**src/hdl/idu_pkg.sv**
```systemverilog
package idu_pkg;

    localparam int xlen   = 64;
    localparam int tag_w  = 8;
    localparam int op_w   = 8;
    localparam int priv_w = 2;

    // Major opcodes handled here
    localparam logic [6:0] opc_load   = 7'b0000011;
    localparam logic [6:0] opc_op_imm = 7'b0010011;
    localparam logic [6:0] opc_store  = 7'b0100011;
    localparam logic [6:0] opc_op     = 7'b0110011;

    // Target lane of a decoded instruction
    localparam logic [1:0] lane_none = 2'd0;
    localparam logic [1:0] lane_alu  = 2'd1;
    localparam logic [1:0] lane_lsu  = 2'd2;

    // Flag bits inside the dispatch op code
    localparam int op_bit_sub   = 3;        // ALU arithmetic / subtract
    localparam int op_bit_imm   = 4;        // ALU immediate form
    localparam int op_bit_store = 4;        // LSU store

    typedef struct packed {
        logic [6:0] funct7;
        logic [4:0] rs2;
        logic [4:0] rs1;
        logic [2:0] funct3;
        logic [4:0] rd;
        logic [6:0] opcode;
    } instr_fields_t;

    // I imm is {imm_s_hi, imm_i_lo}, S imm is {imm_s_hi, imm_s_lo}
    typedef struct packed {
        logic [6:0] imm_s_hi;
        logic [4:0] imm_i_lo;
        logic [7:0] rsv;
        logic [4:0] imm_s_lo;
        logic [6:0] opc;
    } instr_imm_t;

    typedef union packed {
        instr_fields_t f;
        instr_imm_t    i;
    } instr_u;

endpackage
```
**src/hdl/idu_dec_if.sv**
```systemverilog
`timescale 1ns/10ps

interface idu_dec_if;
    import idu_pkg::*;

    logic            alu_sel;
    logic            lsu_sel;
    logic [op_w-1:0] op_code;
    logic [3:0]      op_size;       // Byte count
    logic [1:0]      op_info;
    logic [4:0]      rd_index;
    logic            rd_en;

    modport dec (
        output alu_sel, lsu_sel, op_code, op_size, op_info, rd_index, rd_en
    );

    modport disp (
        input alu_sel, lsu_sel, op_code, op_size, op_info, rd_index, rd_en
    );

endinterface

```
**src/hdl/idu_top.sv**
```systemverilog
`timescale 1ns/10ps

module idu_top #(
    parameter logic [idu_pkg::tag_w-1:0] TAG_SEED = 'h01
) (
    input  logic                       IDUi_CLK,
    input  logic                       IDUi_ARST,
    input  logic                       flush,
    // Fetch input
    input  logic                       in_valid,
    input  logic [idu_pkg::xlen-1:0]   in_instr,
    input  logic [idu_pkg::xlen-1:0]   in_pc,
    input  logic [idu_pkg::priv_w-1:0] in_priv,
    output logic                       in_ready,
    // Register file reads
    output logic [4:0]                 gpr_rs1_index,
    output logic                       gpr_rs1_en,
    output logic [4:0]                 gpr_rs2_index,
    output logic                       gpr_rs2_en,
    input  logic [idu_pkg::xlen-1:0]   rs1_data,
    input  logic [idu_pkg::xlen-1:0]   rs2_data,
    // Tag table write
    output logic                       itag_write,
    output logic [idu_pkg::tag_w-1:0]  itag,
    output logic [4:0]                 itag_rd_index,
    output logic                       itag_rd_en,
    // ALU lane
    output logic                       alu_valid,
    output logic [idu_pkg::xlen-1:0]   alu_pc,
    output logic [idu_pkg::priv_w-1:0] alu_priv,
    output logic [idu_pkg::tag_w-1:0]  alu_itag,
    output logic [idu_pkg::op_w-1:0]   alu_op_code,
    output logic [3:0]                 alu_op_size,
    output logic [1:0]                 alu_op_info,
    output logic [idu_pkg::xlen-1:0]   alu_ds1,
    output logic [idu_pkg::xlen-1:0]   alu_ds2,
    input  logic                       alu_ready,
    // LSU lane
    output logic                       lsu_valid,
    output logic [idu_pkg::xlen-1:0]   lsu_pc,
    output logic [idu_pkg::priv_w-1:0] lsu_priv,
    output logic [idu_pkg::tag_w-1:0]  lsu_itag,
    output logic [idu_pkg::op_w-1:0]   lsu_op_code,
    output logic [3:0]                 lsu_op_size,
    output logic [1:0]                 lsu_op_info,
    output logic [idu_pkg::xlen-1:0]   lsu_ds1,
    output logic [idu_pkg::xlen-1:0]   lsu_ds2,
    input  logic                       lsu_ready
);

    logic [idu_pkg::xlen-1:0] ds1;
    logic [idu_pkg::xlen-1:0] ds2;

    idu_dec_if dec_bus ();

    idu_decode u_decode (
        .in_instr (in_instr),
        .in_pc    (in_pc),
        .dec      (dec_bus.dec)
    );

    idu_operand u_operand (
        .in_instr      (in_instr),
        .in_pc         (in_pc),
        .gpr_rs1_index (gpr_rs1_index),
        .gpr_rs1_en    (gpr_rs1_en),
        .gpr_rs2_index (gpr_rs2_index),
        .gpr_rs2_en    (gpr_rs2_en),
        .rs1_data      (rs1_data),
        .rs2_data      (rs2_data),
        .ds1           (ds1),
        .ds2           (ds2)
    );

    idu_dispatch #(
        .TAG_SEED (TAG_SEED)
    ) u_dispatch (
        .IDUi_CLK      (IDUi_CLK),
        .IDUi_ARST     (IDUi_ARST),
        .flush         (flush),
        .in_valid      (in_valid),
        .in_ready      (in_ready),
        .in_pc         (in_pc),
        .in_priv       (in_priv),
        .dec           (dec_bus.disp),
        .ds1           (ds1),
        .ds2           (ds2),
        .itag_write    (itag_write),
        .itag          (itag),
        .itag_rd_index (itag_rd_index),
        .itag_rd_en    (itag_rd_en),
        .alu_valid     (alu_valid),
        .alu_pc        (alu_pc),
        .alu_priv      (alu_priv),
        .alu_itag      (alu_itag),
        .alu_op_code   (alu_op_code),
        .alu_op_size   (alu_op_size),
        .alu_op_info   (alu_op_info),
        .alu_ds1       (alu_ds1),
        .alu_ds2       (alu_ds2),
        .alu_ready     (alu_ready),
        .lsu_valid     (lsu_valid),
        .lsu_pc        (lsu_pc),
        .lsu_priv      (lsu_priv),
        .lsu_itag      (lsu_itag),
        .lsu_op_code   (lsu_op_code),
        .lsu_op_size   (lsu_op_size),
        .lsu_op_info   (lsu_op_info),
        .lsu_ds1       (lsu_ds1),
        .lsu_ds2       (lsu_ds2),
        .lsu_ready     (lsu_ready)
    );

endmodule

```
**src/hdl/idu_dispatch.sv**
```systemverilog
`timescale 1ns/10ps

module idu_dispatch #(
    parameter logic [idu_pkg::tag_w-1:0] TAG_SEED = 'h01
) (
    input  logic                       IDUi_CLK,
    input  logic                       IDUi_ARST,
    input  logic                       flush,
    input  logic                       in_valid,
    output logic                       in_ready,
    input  logic [idu_pkg::xlen-1:0]   in_pc,
    input  logic [idu_pkg::priv_w-1:0] in_priv,
    idu_dec_if.disp                    dec,
    input  logic [idu_pkg::xlen-1:0]   ds1,
    input  logic [idu_pkg::xlen-1:0]   ds2,
    // Tag table write
    output logic                       itag_write,
    output logic [idu_pkg::tag_w-1:0]  itag,
    output logic [4:0]                 itag_rd_index,
    output logic                       itag_rd_en,
    // ALU lane
    output logic                       alu_valid,
    output logic [idu_pkg::xlen-1:0]   alu_pc,
    output logic [idu_pkg::priv_w-1:0] alu_priv,
    output logic [idu_pkg::tag_w-1:0]  alu_itag,
    output logic [idu_pkg::op_w-1:0]   alu_op_code,
    output logic [3:0]                 alu_op_size,
    output logic [1:0]                 alu_op_info,
    output logic [idu_pkg::xlen-1:0]   alu_ds1,
    output logic [idu_pkg::xlen-1:0]   alu_ds2,
    input  logic                       alu_ready,
    // LSU lane
    output logic                       lsu_valid,
    output logic [idu_pkg::xlen-1:0]   lsu_pc,
    output logic [idu_pkg::priv_w-1:0] lsu_priv,
    output logic [idu_pkg::tag_w-1:0]  lsu_itag,
    output logic [idu_pkg::op_w-1:0]   lsu_op_code,
    output logic [3:0]                 lsu_op_size,
    output logic [1:0]                 lsu_op_info,
    output logic [idu_pkg::xlen-1:0]   lsu_ds1,
    output logic [idu_pkg::xlen-1:0]   lsu_ds2,
    input  logic                       lsu_ready
);
    import idu_pkg::*;

    logic             alu_can_load;
    logic             lsu_can_load;
    logic             accept;
    logic             alu_load;
    logic             lsu_load;
    logic [tag_w-1:0] tag_q;

    // A lane takes a new item when empty or draining this cycle
    assign alu_can_load = ~alu_valid | alu_ready;
    assign lsu_can_load = ~lsu_valid | lsu_ready;

    // Flush swallows whatever is waiting at the input
    assign in_ready = in_valid & (flush | (dec.alu_sel & alu_can_load)
                                        | (dec.lsu_sel & lsu_can_load));
    assign accept   = in_valid & in_ready & ~flush;
    assign alu_load = accept & dec.alu_sel;
    assign lsu_load = accept & dec.lsu_sel;

    // Tag LFSR, taps 8 6 5 4
    always_ff @(posedge IDUi_CLK or posedge IDUi_ARST) begin
        if (IDUi_ARST) begin
            tag_q <= TAG_SEED;
        end else if (accept) begin
            tag_q <= {tag_q[tag_w-2:0], tag_q[7] ^ tag_q[5] ^ tag_q[4] ^ tag_q[3]};
        end
    end

    assign itag          = tag_q;
    assign itag_write    = accept;
    assign itag_rd_index = dec.rd_index;
    assign itag_rd_en    = dec.rd_en;

    ////////////////////
    // ALU lane
    ////////////////////
    always_ff @(posedge IDUi_CLK or posedge IDUi_ARST) begin
        if (IDUi_ARST) begin
            alu_valid <= 1'b0;
        end else if (alu_load) begin
            alu_valid <= 1'b1;
        end else if (alu_ready) begin
            alu_valid <= 1'b0;                  // Consumed downstream
        end
    end

    always_ff @(posedge IDUi_CLK) begin
        if (alu_load) begin                     // Held otherwise
            alu_pc      <= in_pc;
            alu_priv    <= in_priv;
            alu_itag    <= tag_q;
            alu_op_code <= dec.op_code;
            alu_op_size <= dec.op_size;
            alu_op_info <= dec.op_info;
            alu_ds1     <= ds1;
            alu_ds2     <= ds2;
        end
    end

    ////////////////////
    // LSU lane
    ////////////////////
    always_ff @(posedge IDUi_CLK or posedge IDUi_ARST) begin
        if (IDUi_ARST) begin
            lsu_valid <= 1'b0;
        end else if (lsu_load) begin
            lsu_valid <= 1'b1;
        end else if (lsu_ready) begin
            lsu_valid <= 1'b0;
        end
    end

    always_ff @(posedge IDUi_CLK) begin
        if (lsu_load) begin
            lsu_pc      <= in_pc;
            lsu_priv    <= in_priv;
            lsu_itag    <= tag_q;
            lsu_op_code <= dec.op_code;
            lsu_op_size <= dec.op_size;
            lsu_op_info <= dec.op_info;
            lsu_ds1     <= ds1;                 // Address
            lsu_ds2     <= ds2;                 // Store data
        end
    end

endmodule

```
**src/hdl/idu_operand.sv**
```systemverilog
`timescale 1ns/10ps

module idu_operand (
    input  logic [idu_pkg::xlen-1:0] in_instr,
    input  logic [idu_pkg::xlen-1:0] in_pc,
    output logic [4:0]               gpr_rs1_index,
    output logic                     gpr_rs1_en,
    output logic [4:0]               gpr_rs2_index,
    output logic                     gpr_rs2_en,
    input  logic [idu_pkg::xlen-1:0] rs1_data,
    input  logic [idu_pkg::xlen-1:0] rs2_data,
    output logic [idu_pkg::xlen-1:0] ds1,
    output logic [idu_pkg::xlen-1:0] ds2
);
    import idu_pkg::*;

    instr_u          instr;
    logic            is_op;
    logic            is_op_imm;
    logic            is_load;
    logic            is_store;
    logic [xlen-1:0] imm_i;
    logic [xlen-1:0] imm_s;
    logic [xlen-1:0] addr;

    assign instr = in_pc[2] ? in_instr[xlen-1:32] : in_instr[31:0];

    assign is_op     = (instr.f.opcode == opc_op);
    assign is_op_imm = (instr.f.opcode == opc_op_imm);
    assign is_load   = (instr.f.opcode == opc_load);
    assign is_store  = (instr.f.opcode == opc_store);

    // Register file read requests
    assign gpr_rs1_index = instr.f.rs1;
    assign gpr_rs1_en    = is_op | is_op_imm | is_load | is_store;
    assign gpr_rs2_index = instr.f.rs2;
    assign gpr_rs2_en    = is_op | is_store;

    // Sign-extended immediates, bit 31 is the sign in both forms
    assign imm_i = {{(xlen-12){instr.i.imm_s_hi[6]}}, instr.i.imm_s_hi, instr.i.imm_i_lo};
    assign imm_s = {{(xlen-12){instr.i.imm_s_hi[6]}}, instr.i.imm_s_hi, instr.i.imm_s_lo};

    assign addr = rs1_data + (is_store ? imm_s : imm_i);    // Effective address

    always_comb begin
        ds1 = rs1_data;
        ds2 = '0;
        if (is_op) begin
            ds2 = rs2_data;
        end else if (is_op_imm) begin
            ds2 = imm_i;
        end else if (is_load) begin
            ds1 = addr;
        end else if (is_store) begin
            ds1 = addr;
            ds2 = rs2_data;                                 // Store data
        end
    end

endmodule

```
**src/hdl/idu_decode.sv**
```systemverilog
`timescale 1ns/10ps

module idu_decode (
    input  logic [idu_pkg::xlen-1:0] in_instr,
    input  logic [idu_pkg::xlen-1:0] in_pc,
    idu_dec_if.dec                   dec
);
    import idu_pkg::*;

    instr_u          instr;
    logic [1:0]      lane;
    logic [op_w-1:0] op_code;
    logic [3:0]      op_size;
    logic [1:0]      op_info;
    logic            wr_rd;

    // Upper half holds the instruction when pc[2] is set
    assign instr = in_pc[2] ? in_instr[xlen-1:32] : in_instr[31:0];

    always_comb begin
        lane    = lane_none;
        op_code = '0;
        op_size = 4'd0;
        op_info = 2'b00;
        wr_rd   = 1'b0;
        case (instr.f.opcode)
            opc_op: begin
                lane                = lane_alu;
                op_code[2:0]        = instr.f.funct3;
                op_code[op_bit_sub] = instr.f.funct7[5];
                op_size             = 4'd8;
                wr_rd               = 1'b1;
            end
            opc_op_imm: begin
                lane                = lane_alu;
                op_code[2:0]        = instr.f.funct3;
                op_code[op_bit_imm] = 1'b1;
                // Only SRAI carries the arithmetic flag
                op_code[op_bit_sub] = (instr.f.funct3 == 3'b101) & instr.f.funct7[5];
                op_size             = 4'd8;
                wr_rd               = 1'b1;
            end
            opc_load: begin
                lane         = lane_lsu;
                op_code[2:0] = instr.f.funct3;
                op_size      = 4'd1 << instr.f.funct3[1:0];
                op_info[0]   = instr.f.funct3[2];       // LBU / LHU / LWU
                wr_rd        = 1'b1;
            end
            opc_store: begin
                lane                  = lane_lsu;
                op_code[2:0]          = instr.f.funct3;
                op_code[op_bit_store] = 1'b1;
                op_size               = 4'd1 << instr.f.funct3[1:0];
                op_info[0]            = instr.f.funct3[2];
            end
            default: begin
                lane = lane_none;                       // Waits for flush
            end
        endcase
    end

    assign dec.alu_sel  = (lane == lane_alu);
    assign dec.lsu_sel  = (lane == lane_lsu);
    assign dec.op_code  = op_code;
    assign dec.op_size  = op_size;
    assign dec.op_info  = op_info;
    assign dec.rd_index = instr.f.rd;
    assign dec.rd_en    = wr_rd & (instr.f.rd != 5'd0);     // x0 never written

endmodule

```
**config.mk**
```make
export PLATFORM = sky130hd
export DESIGN_NAME = idu_top
export DESIGN_NICKNAME = d
export VERILOG_FILES = /design/src/hdl/idu_pkg.sv /design/src/hdl/idu_dec_if.sv /design/src/hdl/idu_top.sv /design/src/hdl/idu_dispatch.sv /design/src/hdl/idu_operand.sv /design/src/hdl/idu_decode.sv
export SDC_FILE = /design/constraint.sdc
export NUM_CORES = 1
export LEC_CHECK = 0
export ABC_CLOCK_PERIOD_IN_PS = 10790
export BUFFER_PORTS_ARGS = -buffer_cell sky130_fd_sc_hd__buf_2
export CAP_MARGIN = 20
export CORE_AREA = 4 4 280 282
export DETAILED_ROUTE_END_ITERATION = 8
export DIE_AREA = 0 0 284 286
export GPL_ROUTABILITY_DRIVEN = 0
export PLACE_DENSITY = 0.48
export SLEW_MARGIN = 20
export SYNTH_ARGS = -nofsm -noshare
export SYNTH_HDL_FRONTEND = slang
export SYNTH_SLANG_ARGS = --single-unit
```
**constraint.sdc**
```tcl
create_clock -name IDUi_CLK -period 10.79 [get_ports IDUi_CLK]
set_input_delay 1.6185 -clock IDUi_CLK [delete_from_list [all_inputs] [get_ports IDUi_CLK]]
set_output_delay 1.6185 -clock IDUi_CLK [all_outputs]
set_load 0.005 [all_outputs]
```
=== Word level (Yosys, flattened, before mapping) ===
Cells that the tools add are included.

* Logic and storage cells: 80
* Bits in registers: 434
* Output and inout bits: 462
* Input bits: 264

* Mux-type cells: 21
* Reduce and logical (&&, ||, !) cells: 8
* Equality and inequality tests: 7
* Add/subtract/negate cells: 1
* Bitwise logic cells: 23
* Shift-type cells: 1

{| class="wikitable"
|+ Operators with widths
! cell !! count
|-
| $mux 64 || 8
|-
| $add 64x64->64 || 1
|-
| $mux 32 || 1
|-
| $eq 7x6->1 const B || 2
|-
| $and 1x1->1 || 9
|-
| $or 1x1->1 || 8
|-
| $pmux 4 s2 || 1
|-
| $eq 7x2->1 const B || 1
|-
| $eq 7x5->1 const B || 1
|-
| $mux 1 || 7
|-
| $reduce_or 2->1 || 3
|-
| $mux 5 || 1
|-
| $reduce_bool 5->1 || 1
|-
| $pmux 2 s2 || 1
|-
| $reduce_bool 2->1 || 2
|-
| $reduce_or 4->1 || 1
|-
| $shl 1x2->4 const A || 1
|-
| $eq 3x3->1 const B || 1
|-
| $mux 3 || 1
|-
| $not 1->1 || 3
|-
| $reduce_or 3->1 || 1
|-
| $xor 1x1->1 || 3
|-
| $eq 2x1->1 const B || 1
|-
| $eq 2x2->1 const B || 1
|-
| $pmux 1 s2 || 1
|}

=== Logic depth before layout (Yosys ltp) ===
* Depth in word-level cells: 13
* Mapped depth: 21
* Depth with buffers taken out: 20

=== By module ===
A second synthesis with hierarchy kept.

* Cell total of the unflattened synthesis: 1376
* Area total of the unflattened synthesis: 19312.3 um^2

{| class="wikitable"
|+ Modules (own cells, without submodules)
! module !! times used !! sequential area each (um^2) !! cells an instance !! area each (um^2)
|-
| idu_dispatch || 1 || 13223.9 || 475 || 13489.2
|-
| idu_operand || 1 || 0.0 || 851 || 5449.0
|-
| idu_decode || 1 || 0.0 || 50 || 374.1
|}

=== Worst setup path before layout ===
No wires, ideal clock.

* Kind: input to register
* From: in in_instr[34] (netlist name)
* To: reg u_dispatch.lsu_ds1[0] (netlist name), enable pin
* Library setup time: 0.792 ns
* Stages: 7
* Required time: 9.998 ns
* Buffers on the path: 2
* Slack: -1.714 ns
* Arrival: 11.713 ns
* Cell sequence: nor4b_1 > a31oi_1 > inv_1 > nand2_1 > clkbuf_1 > buf_6 > nor2_1

* Cells in the longest elaborated chain, start to end: 12
* Elaborated cells between the ends (all ways): 18
* Classes of those cells: eq/ne: 6; mux: 2; bitwise: 8; reduce/logical: 2

{| class="wikitable"
|+ Ends and longest elaborated chain
! what !! line !! source
|-
| start, declared || idu_top.sv:11 || <nowiki>input logic [idu_pkg::xlen-1:0] in_instr,</nowiki>
|-
| $mux 32 * || -- ||
|-
| $eq 7x6->1 (tied with other cells) || -- ||
|-
| $reduce_or 2->1 (no line) || -- ||
|-
| $pmux 2 s2 * || idu_decode.sv:26 || <nowiki>case (instr.f.opcode)</nowiki>
|-
| $eq 2x1->1 || idu_decode.sv:63 || <nowiki>assign dec.alu_sel = (lane == lane_alu);</nowiki>
|-
| $and 1x1->1 || idu_dispatch.sv:58 || <nowiki>assign in_ready = in_valid & (flush | (dec.alu_sel & alu_can_load)</nowiki>
|-
| $or 1x1->1 || idu_dispatch.sv:58 ||
|-
| $or 1x1->1 || idu_dispatch.sv:59 || <nowiki>| (dec.lsu_sel & lsu_can_load));</nowiki>
|-
| $and 1x1->1 || idu_dispatch.sv:58 ||
|-
| $and 1x1->1 (2 in a row) || idu_dispatch.sv:60 || <nowiki>assign accept = in_valid & in_ready & ~flush;</nowiki>
|-
| $and 1x1->1 * || idu_dispatch.sv:62 || <nowiki>assign lsu_load = accept & dec.lsu_sel;</nowiki>
|-
| named net u_dispatch.lsu_load || idu_dispatch.sv:50 || <nowiki>logic lsu_load;</nowiki>
|-
| end signal, assigned || idu_dispatch.sv:125 || <nowiki>lsu_ds1 <= ds1;</nowiki>
|-
| end, declared || idu_dispatch.sv:40 || <nowiki>output logic [idu_pkg::xlen-1:0] lsu_ds1,</nowiki>
|}

Mark *: on every way through the listed nets, which the timed path passes. The rest lies on a longest branch.
A chain may end at the register's enable or synchronous reset.

=== Worst setup path after layout ===
* From: in in_pc[2] (netlist name)
* To: reg u_dispatch.alu_ds1[62] (netlist name) (data pin)

* Cells in the longest elaborated chain, start to end: 8
* Elaborated cells between the ends (all ways): 11
* Classes of those cells: add/sub: 1; eq/ne: 4; mux: 6

{| class="wikitable"
|+ Ends and longest elaborated chain
! what !! line !! source
|-
| start, declared || idu_top.sv:12 || <nowiki>input logic [idu_pkg::xlen-1:0] in_pc,</nowiki>
|-
| $mux 32 * || idu_operand.sv:26 || <nowiki>assign instr = in_pc[2] ? in_instr[xlen-1:32] : in_instr[31:0];</nowiki>
|-
| $eq 7x6->1 || idu_operand.sv:31 || <nowiki>assign is_store = (instr.f.opcode == opc_store);</nowiki>
|-
| $mux 5 || idu_operand.sv:43 || <nowiki>assign addr = rs1_data + (is_store ? imm_s : imm_i);</nowiki>
|-
| $add 64x64->64 || idu_operand.sv:43 ||
|-
| $mux 64 || idu_operand.sv:54 || <nowiki>end else if (is_store) begin</nowiki>
|-
| $mux 64 || idu_operand.sv:52 || <nowiki>end else if (is_load) begin</nowiki>
|-
| $mux 64 || idu_operand.sv:50 || <nowiki>end else if (is_op_imm) begin</nowiki>
|-
| $mux 64 * || idu_operand.sv:48 || <nowiki>if (is_op) begin</nowiki>
|-
| named net ds1 (one bit) || idu_top.sv:51 || <nowiki>logic [idu_pkg::xlen-1:0] ds1;</nowiki>
|-
| end signal, assigned || idu_dispatch.sv:99 || <nowiki>alu_ds1 <= ds1;</nowiki>
|-
| end, declared || idu_dispatch.sv:29 || <nowiki>output logic [idu_pkg::xlen-1:0] alu_ds1,</nowiki>
|}

Marks and branches as above.

==> summary.txt <==
Detailed routing
  – Via count of the routed design: ~14000
  – Residual DRC count: 0
  – Antenna Violating Nets Remaining: 0
  – Avg WL per Cell: ~25 microns
  – TritonRoute pass-1 iters: 5
  – Final wirelength: around 77000 microns
  – Number of DRC markers in iteration 0: just over 800
  – Routed vias/inst: roughly 4.6

Timing
  – Final hold violations: 0
  – Final Cycle Share: 62.0%
  – Worst rel slew slack: about a third
  – Worst setup margin: approximately 4100 ps
  – Least-Margin Pin Slew: slightly above 1000 ps
  – Final setup fails: 0
  – Peak Freq: approximately 150 MHz
  – Hold WS: 543 ps
  – Skew final: 34.7 ps
  – Setup TNS: 0 ps
  – Min Clock Period, post-route: 6690 ps
  – Slew Viols, Final: 0
  – RSZ-0062 raised after global routing: no

Floorplanning
  – Die area: 81200 sq um
  – Initial Utilization: around a quarter
  – Io pins: about 730
  – Core area: roughly 76000 sq um
  – Die W: roughly 280 microns
  – Rows: between 100 and 150
  – Die H: about 290 microns

Power and ir drop
  – Max IR drop VDD: 0.0000970 V
  – PD cells: roughly 160 nW/um^2
  – Static Leak: between 10 and 15 nW

Critical path
  – Worst setup EP type: register
  – Crit path arrival time: 7020 ps
  – Worst path required time: ~11000 ps
  – Largest stage delay, worst path: 520 ps
  – Critical-path maximum fanout: 33
  – Critical path class: input pin to register
  – Critical Path Start Type: input pin
  – Crit path cell chain: buf_2, buf_4, nor4_1, and3_1, a31oi_2, inv_1, nand2_1, nor2_1, a21oi_1, ha_1, inv_1, fa_1, nor2b_1, o31ai_2, a21oi_2, a31oi_1, o21a_1, o21ai_2, a21oi_2, o21ba_2, and4_1, or3_1
  – Slowest CP cell: a31oi_2

Clock tree
  – Clock root cell: clkbuf_16
  – TritonCTS Buffers: 50
  – Clock-pin slew on the worst setup and hold paths: 60 ps
  – Post-CTS Setup Bufs: 0
  – CTS tree: built
  – Level count of the clock H-tree: 2
  – Clk_lat worst skew: approximately 600 ps
  – Hold Buf Count CTS: 0
  – Clk buf depth: 3
  – Clock tree sinks: between 400 and 500
  – # resized after CTS: 0

Logic synthesis
  – Most area-consuming cells after synthesis: edfxtp_1 (68%), ha_1 (4.2%), a21o_1 (3.5%)
  – EDFF count, synth: 424
  – Syn_area_per_cell: 14.1 sq um
  – Yosys top cell area share: 67.6%
  – Yosys reg bits: about 430
  – Synthesized area: between 15000 and 20000 sq um
  – Seq/Total Area, Yosys: between 60% and 70%
  – Synthesized instance count: between 1000 and 1500
  – Number of distinct library cells after synthesis: 80
  – Async SR Flop Fraction: 2.30%
  – Most used DFF post-synth: edfxtp_1
  – Largest area contributor in the netlist: edfxtp_1
  – Synth Warn #: 0

Layout
  – Post-route cell area: between 20000 and 30000 sq um
  – Most frequent cells in the layout: buf_2 (717), edfxtp_1 (424), nand2_1 (158)
  – Commonest non-fill, non-tap cell in the layout: buf_2
  – Non-Filler Instances: roughly 3000
  – Area of the multi-input gates: about 5400 sq um
  – Final #Nets: between 2000 and 2500
  – Fill count: about 7600
  – Layout area overhead: 33.9%
  – Layout cells sized above 1: around 40%
  – Register area: ~13000 sq um

Run
  – Max Cap Viol: 0

Global routing
  – Number of antenna violations at the first check in global routing: 13
  – Total GRT Usage: between 15 and 20%
  – Grt total ovfl: 0
  – Largest net degree at the start of global routing: 130
  – Vias in the first global route: around 14000
  – Global-route wire length before repair: 106000 microns

Worst hold path
  – Worst Hold Class: register to register

Place
  – DP HPWL: 60100 microns
  – Placed inst area: ~23000 sq um
  – IO buf count: approximately 700
  – DP Cell Count: 2988
  – Pre-CTS setup slack: about 3500 ps

Outcome
  – Status: completed
-- layer usage --
metal  share of wire (%)  up-vias  GRT usage, %
met5               0.017        -             0
met3                 7.8      111          5.40
li1                    -     6502             -
met1                  38     6914          20.0
met4                 3.2        2          5.42
met2                  51      608          32.7
-- worst paths after layout --
check | slack, ps | startpoint | endpoint | depth (start not counted)
max in group asynchronous | 9430 | IDUi_ARST | u_dispatch.itag[0]$_DFFE_PP1P_ | 2
setup reg to reg | 7290 | u_dispatch.lsu_valid$_DFFE_PP0P_ | u_dispatch.lsu_ds1[31]$_DFFE_PP_ | 7
setup / recovery | 4100 | in_pc[2] | u_dispatch.alu_ds1[62]$_DFFE_PP_ | 22
hold reg to reg | 540 | u_dispatch.alu_valid$_DFFE_PP0P_ | u_dispatch.alu_valid$_DFFE_PP0P_ | 2
hold / removal | 540 | u_dispatch.alu_valid$_DFFE_PP0P_ | u_dispatch.alu_valid$_DFFE_PP0P_ | 2
min in group asynchronous | 1020 | IDUi_ARST | u_dispatch.itag[6]$_DFFE_PP0P_ | 2
-- flip-flops by register name, summed over array words and instances (netlist names) --
register	flops
u_dispatch.alu_ds1	64
u_dispatch.itag	8
u_dispatch.alu_op_size	4
u_dispatch.alu_valid	1
u_dispatch.lsu_op_code	5
u_dispatch.alu_pc	64
u_dispatch.lsu_ds2	64
u_dispatch.lsu_pc	64
u_dispatch.lsu_priv	2
u_dispatch.lsu_ds1	64
u_dispatch.alu_itag	8
u_dispatch.alu_op_info	1
u_dispatch.lsu_op_size	4
u_dispatch.alu_op_code	5
u_dispatch.lsu_itag	8
u_dispatch.alu_priv	2
u_dispatch.lsu_op_info	1
u_dispatch.alu_ds2	64
u_dispatch.lsu_valid	1
-- report_power, final --
group	total [mW]	switching (mW)	internal [mW]
combinational	0.474	0.284	0.190
sequential	1.88	0.0186	1.86
clock	1.77	0.722	1.05
total	4.13	1.02	3.10
-- critical path, delay by kind of cell --
kind            cells  cell delay [ps]
compound gates      9             2290
fa+ha+maj           2              610
buf+inv             4              810
simple gates        7             1640
-- Yosys cell counts, types with 6 or more instances --
cell	instances
nand3_1	15
nand4_1	18
nor4_1	6
o21ai_1	6
nor3_1	13
nand2_1	159
nor2b_1	11
clkbuf_1	32
a31oi_1	7
dfrtp_1	9
nor2_1	39
buf_4	12
nand2b_1	7
a21o_1	89
o21ai_0	106
xnor2_1	35
xor2_1	27
mux2i_1	17
o21bai_1	10
and2_1	6
ha_1	63
o21a_1	8
mux2_2	12
edfxtp_1	424
a21oi_1	74
inv_1	29
buf_6	9
-- through the flow --
| step | total power, mW | utilization, % |
|---|---|---|
| global placement | 2.38 | 31.0 |
| global route | 4.31 | 33.3 |
| finish | 4.13 | 33.3 |
| CTS | 4.19 | 33.3 |
| detailed placement | 2.38 | 31.0 |
| floorplan | 2.21 | - |
-- area by class of cell --
class	count	area share [%]
Sequential cell	434	51.5
Multi-Input combinational cell	814	21.5
Timing Repair Buffer	732	14.8
Clock buffer	56	5.05
Tap cell	978	4.85
Clock inverter	36	1.84
Inverter	30	0.447
Antenna cell	2	0.0199
-- cell families (layout without fill, tap and decap cells) --
kind of cell             count (synthesis)  after routing  synth area share [%]
flip-flops                             434            434                  69.0
multiplexers                            29             29                  1.62
AND/OR/NAND/NOR                        298            298                  7.31
buffers and inverters                   94            854                  2.61
AO/OA/AOI/OAI                          353            353                  12.3
XOR/XNOR                                62             62                  2.88
adder cells (fa/ha/maj)                 64             64                  4.29
other                                    1             10                0.0199
Note: power is estimated with default switching activity, not from simulation.
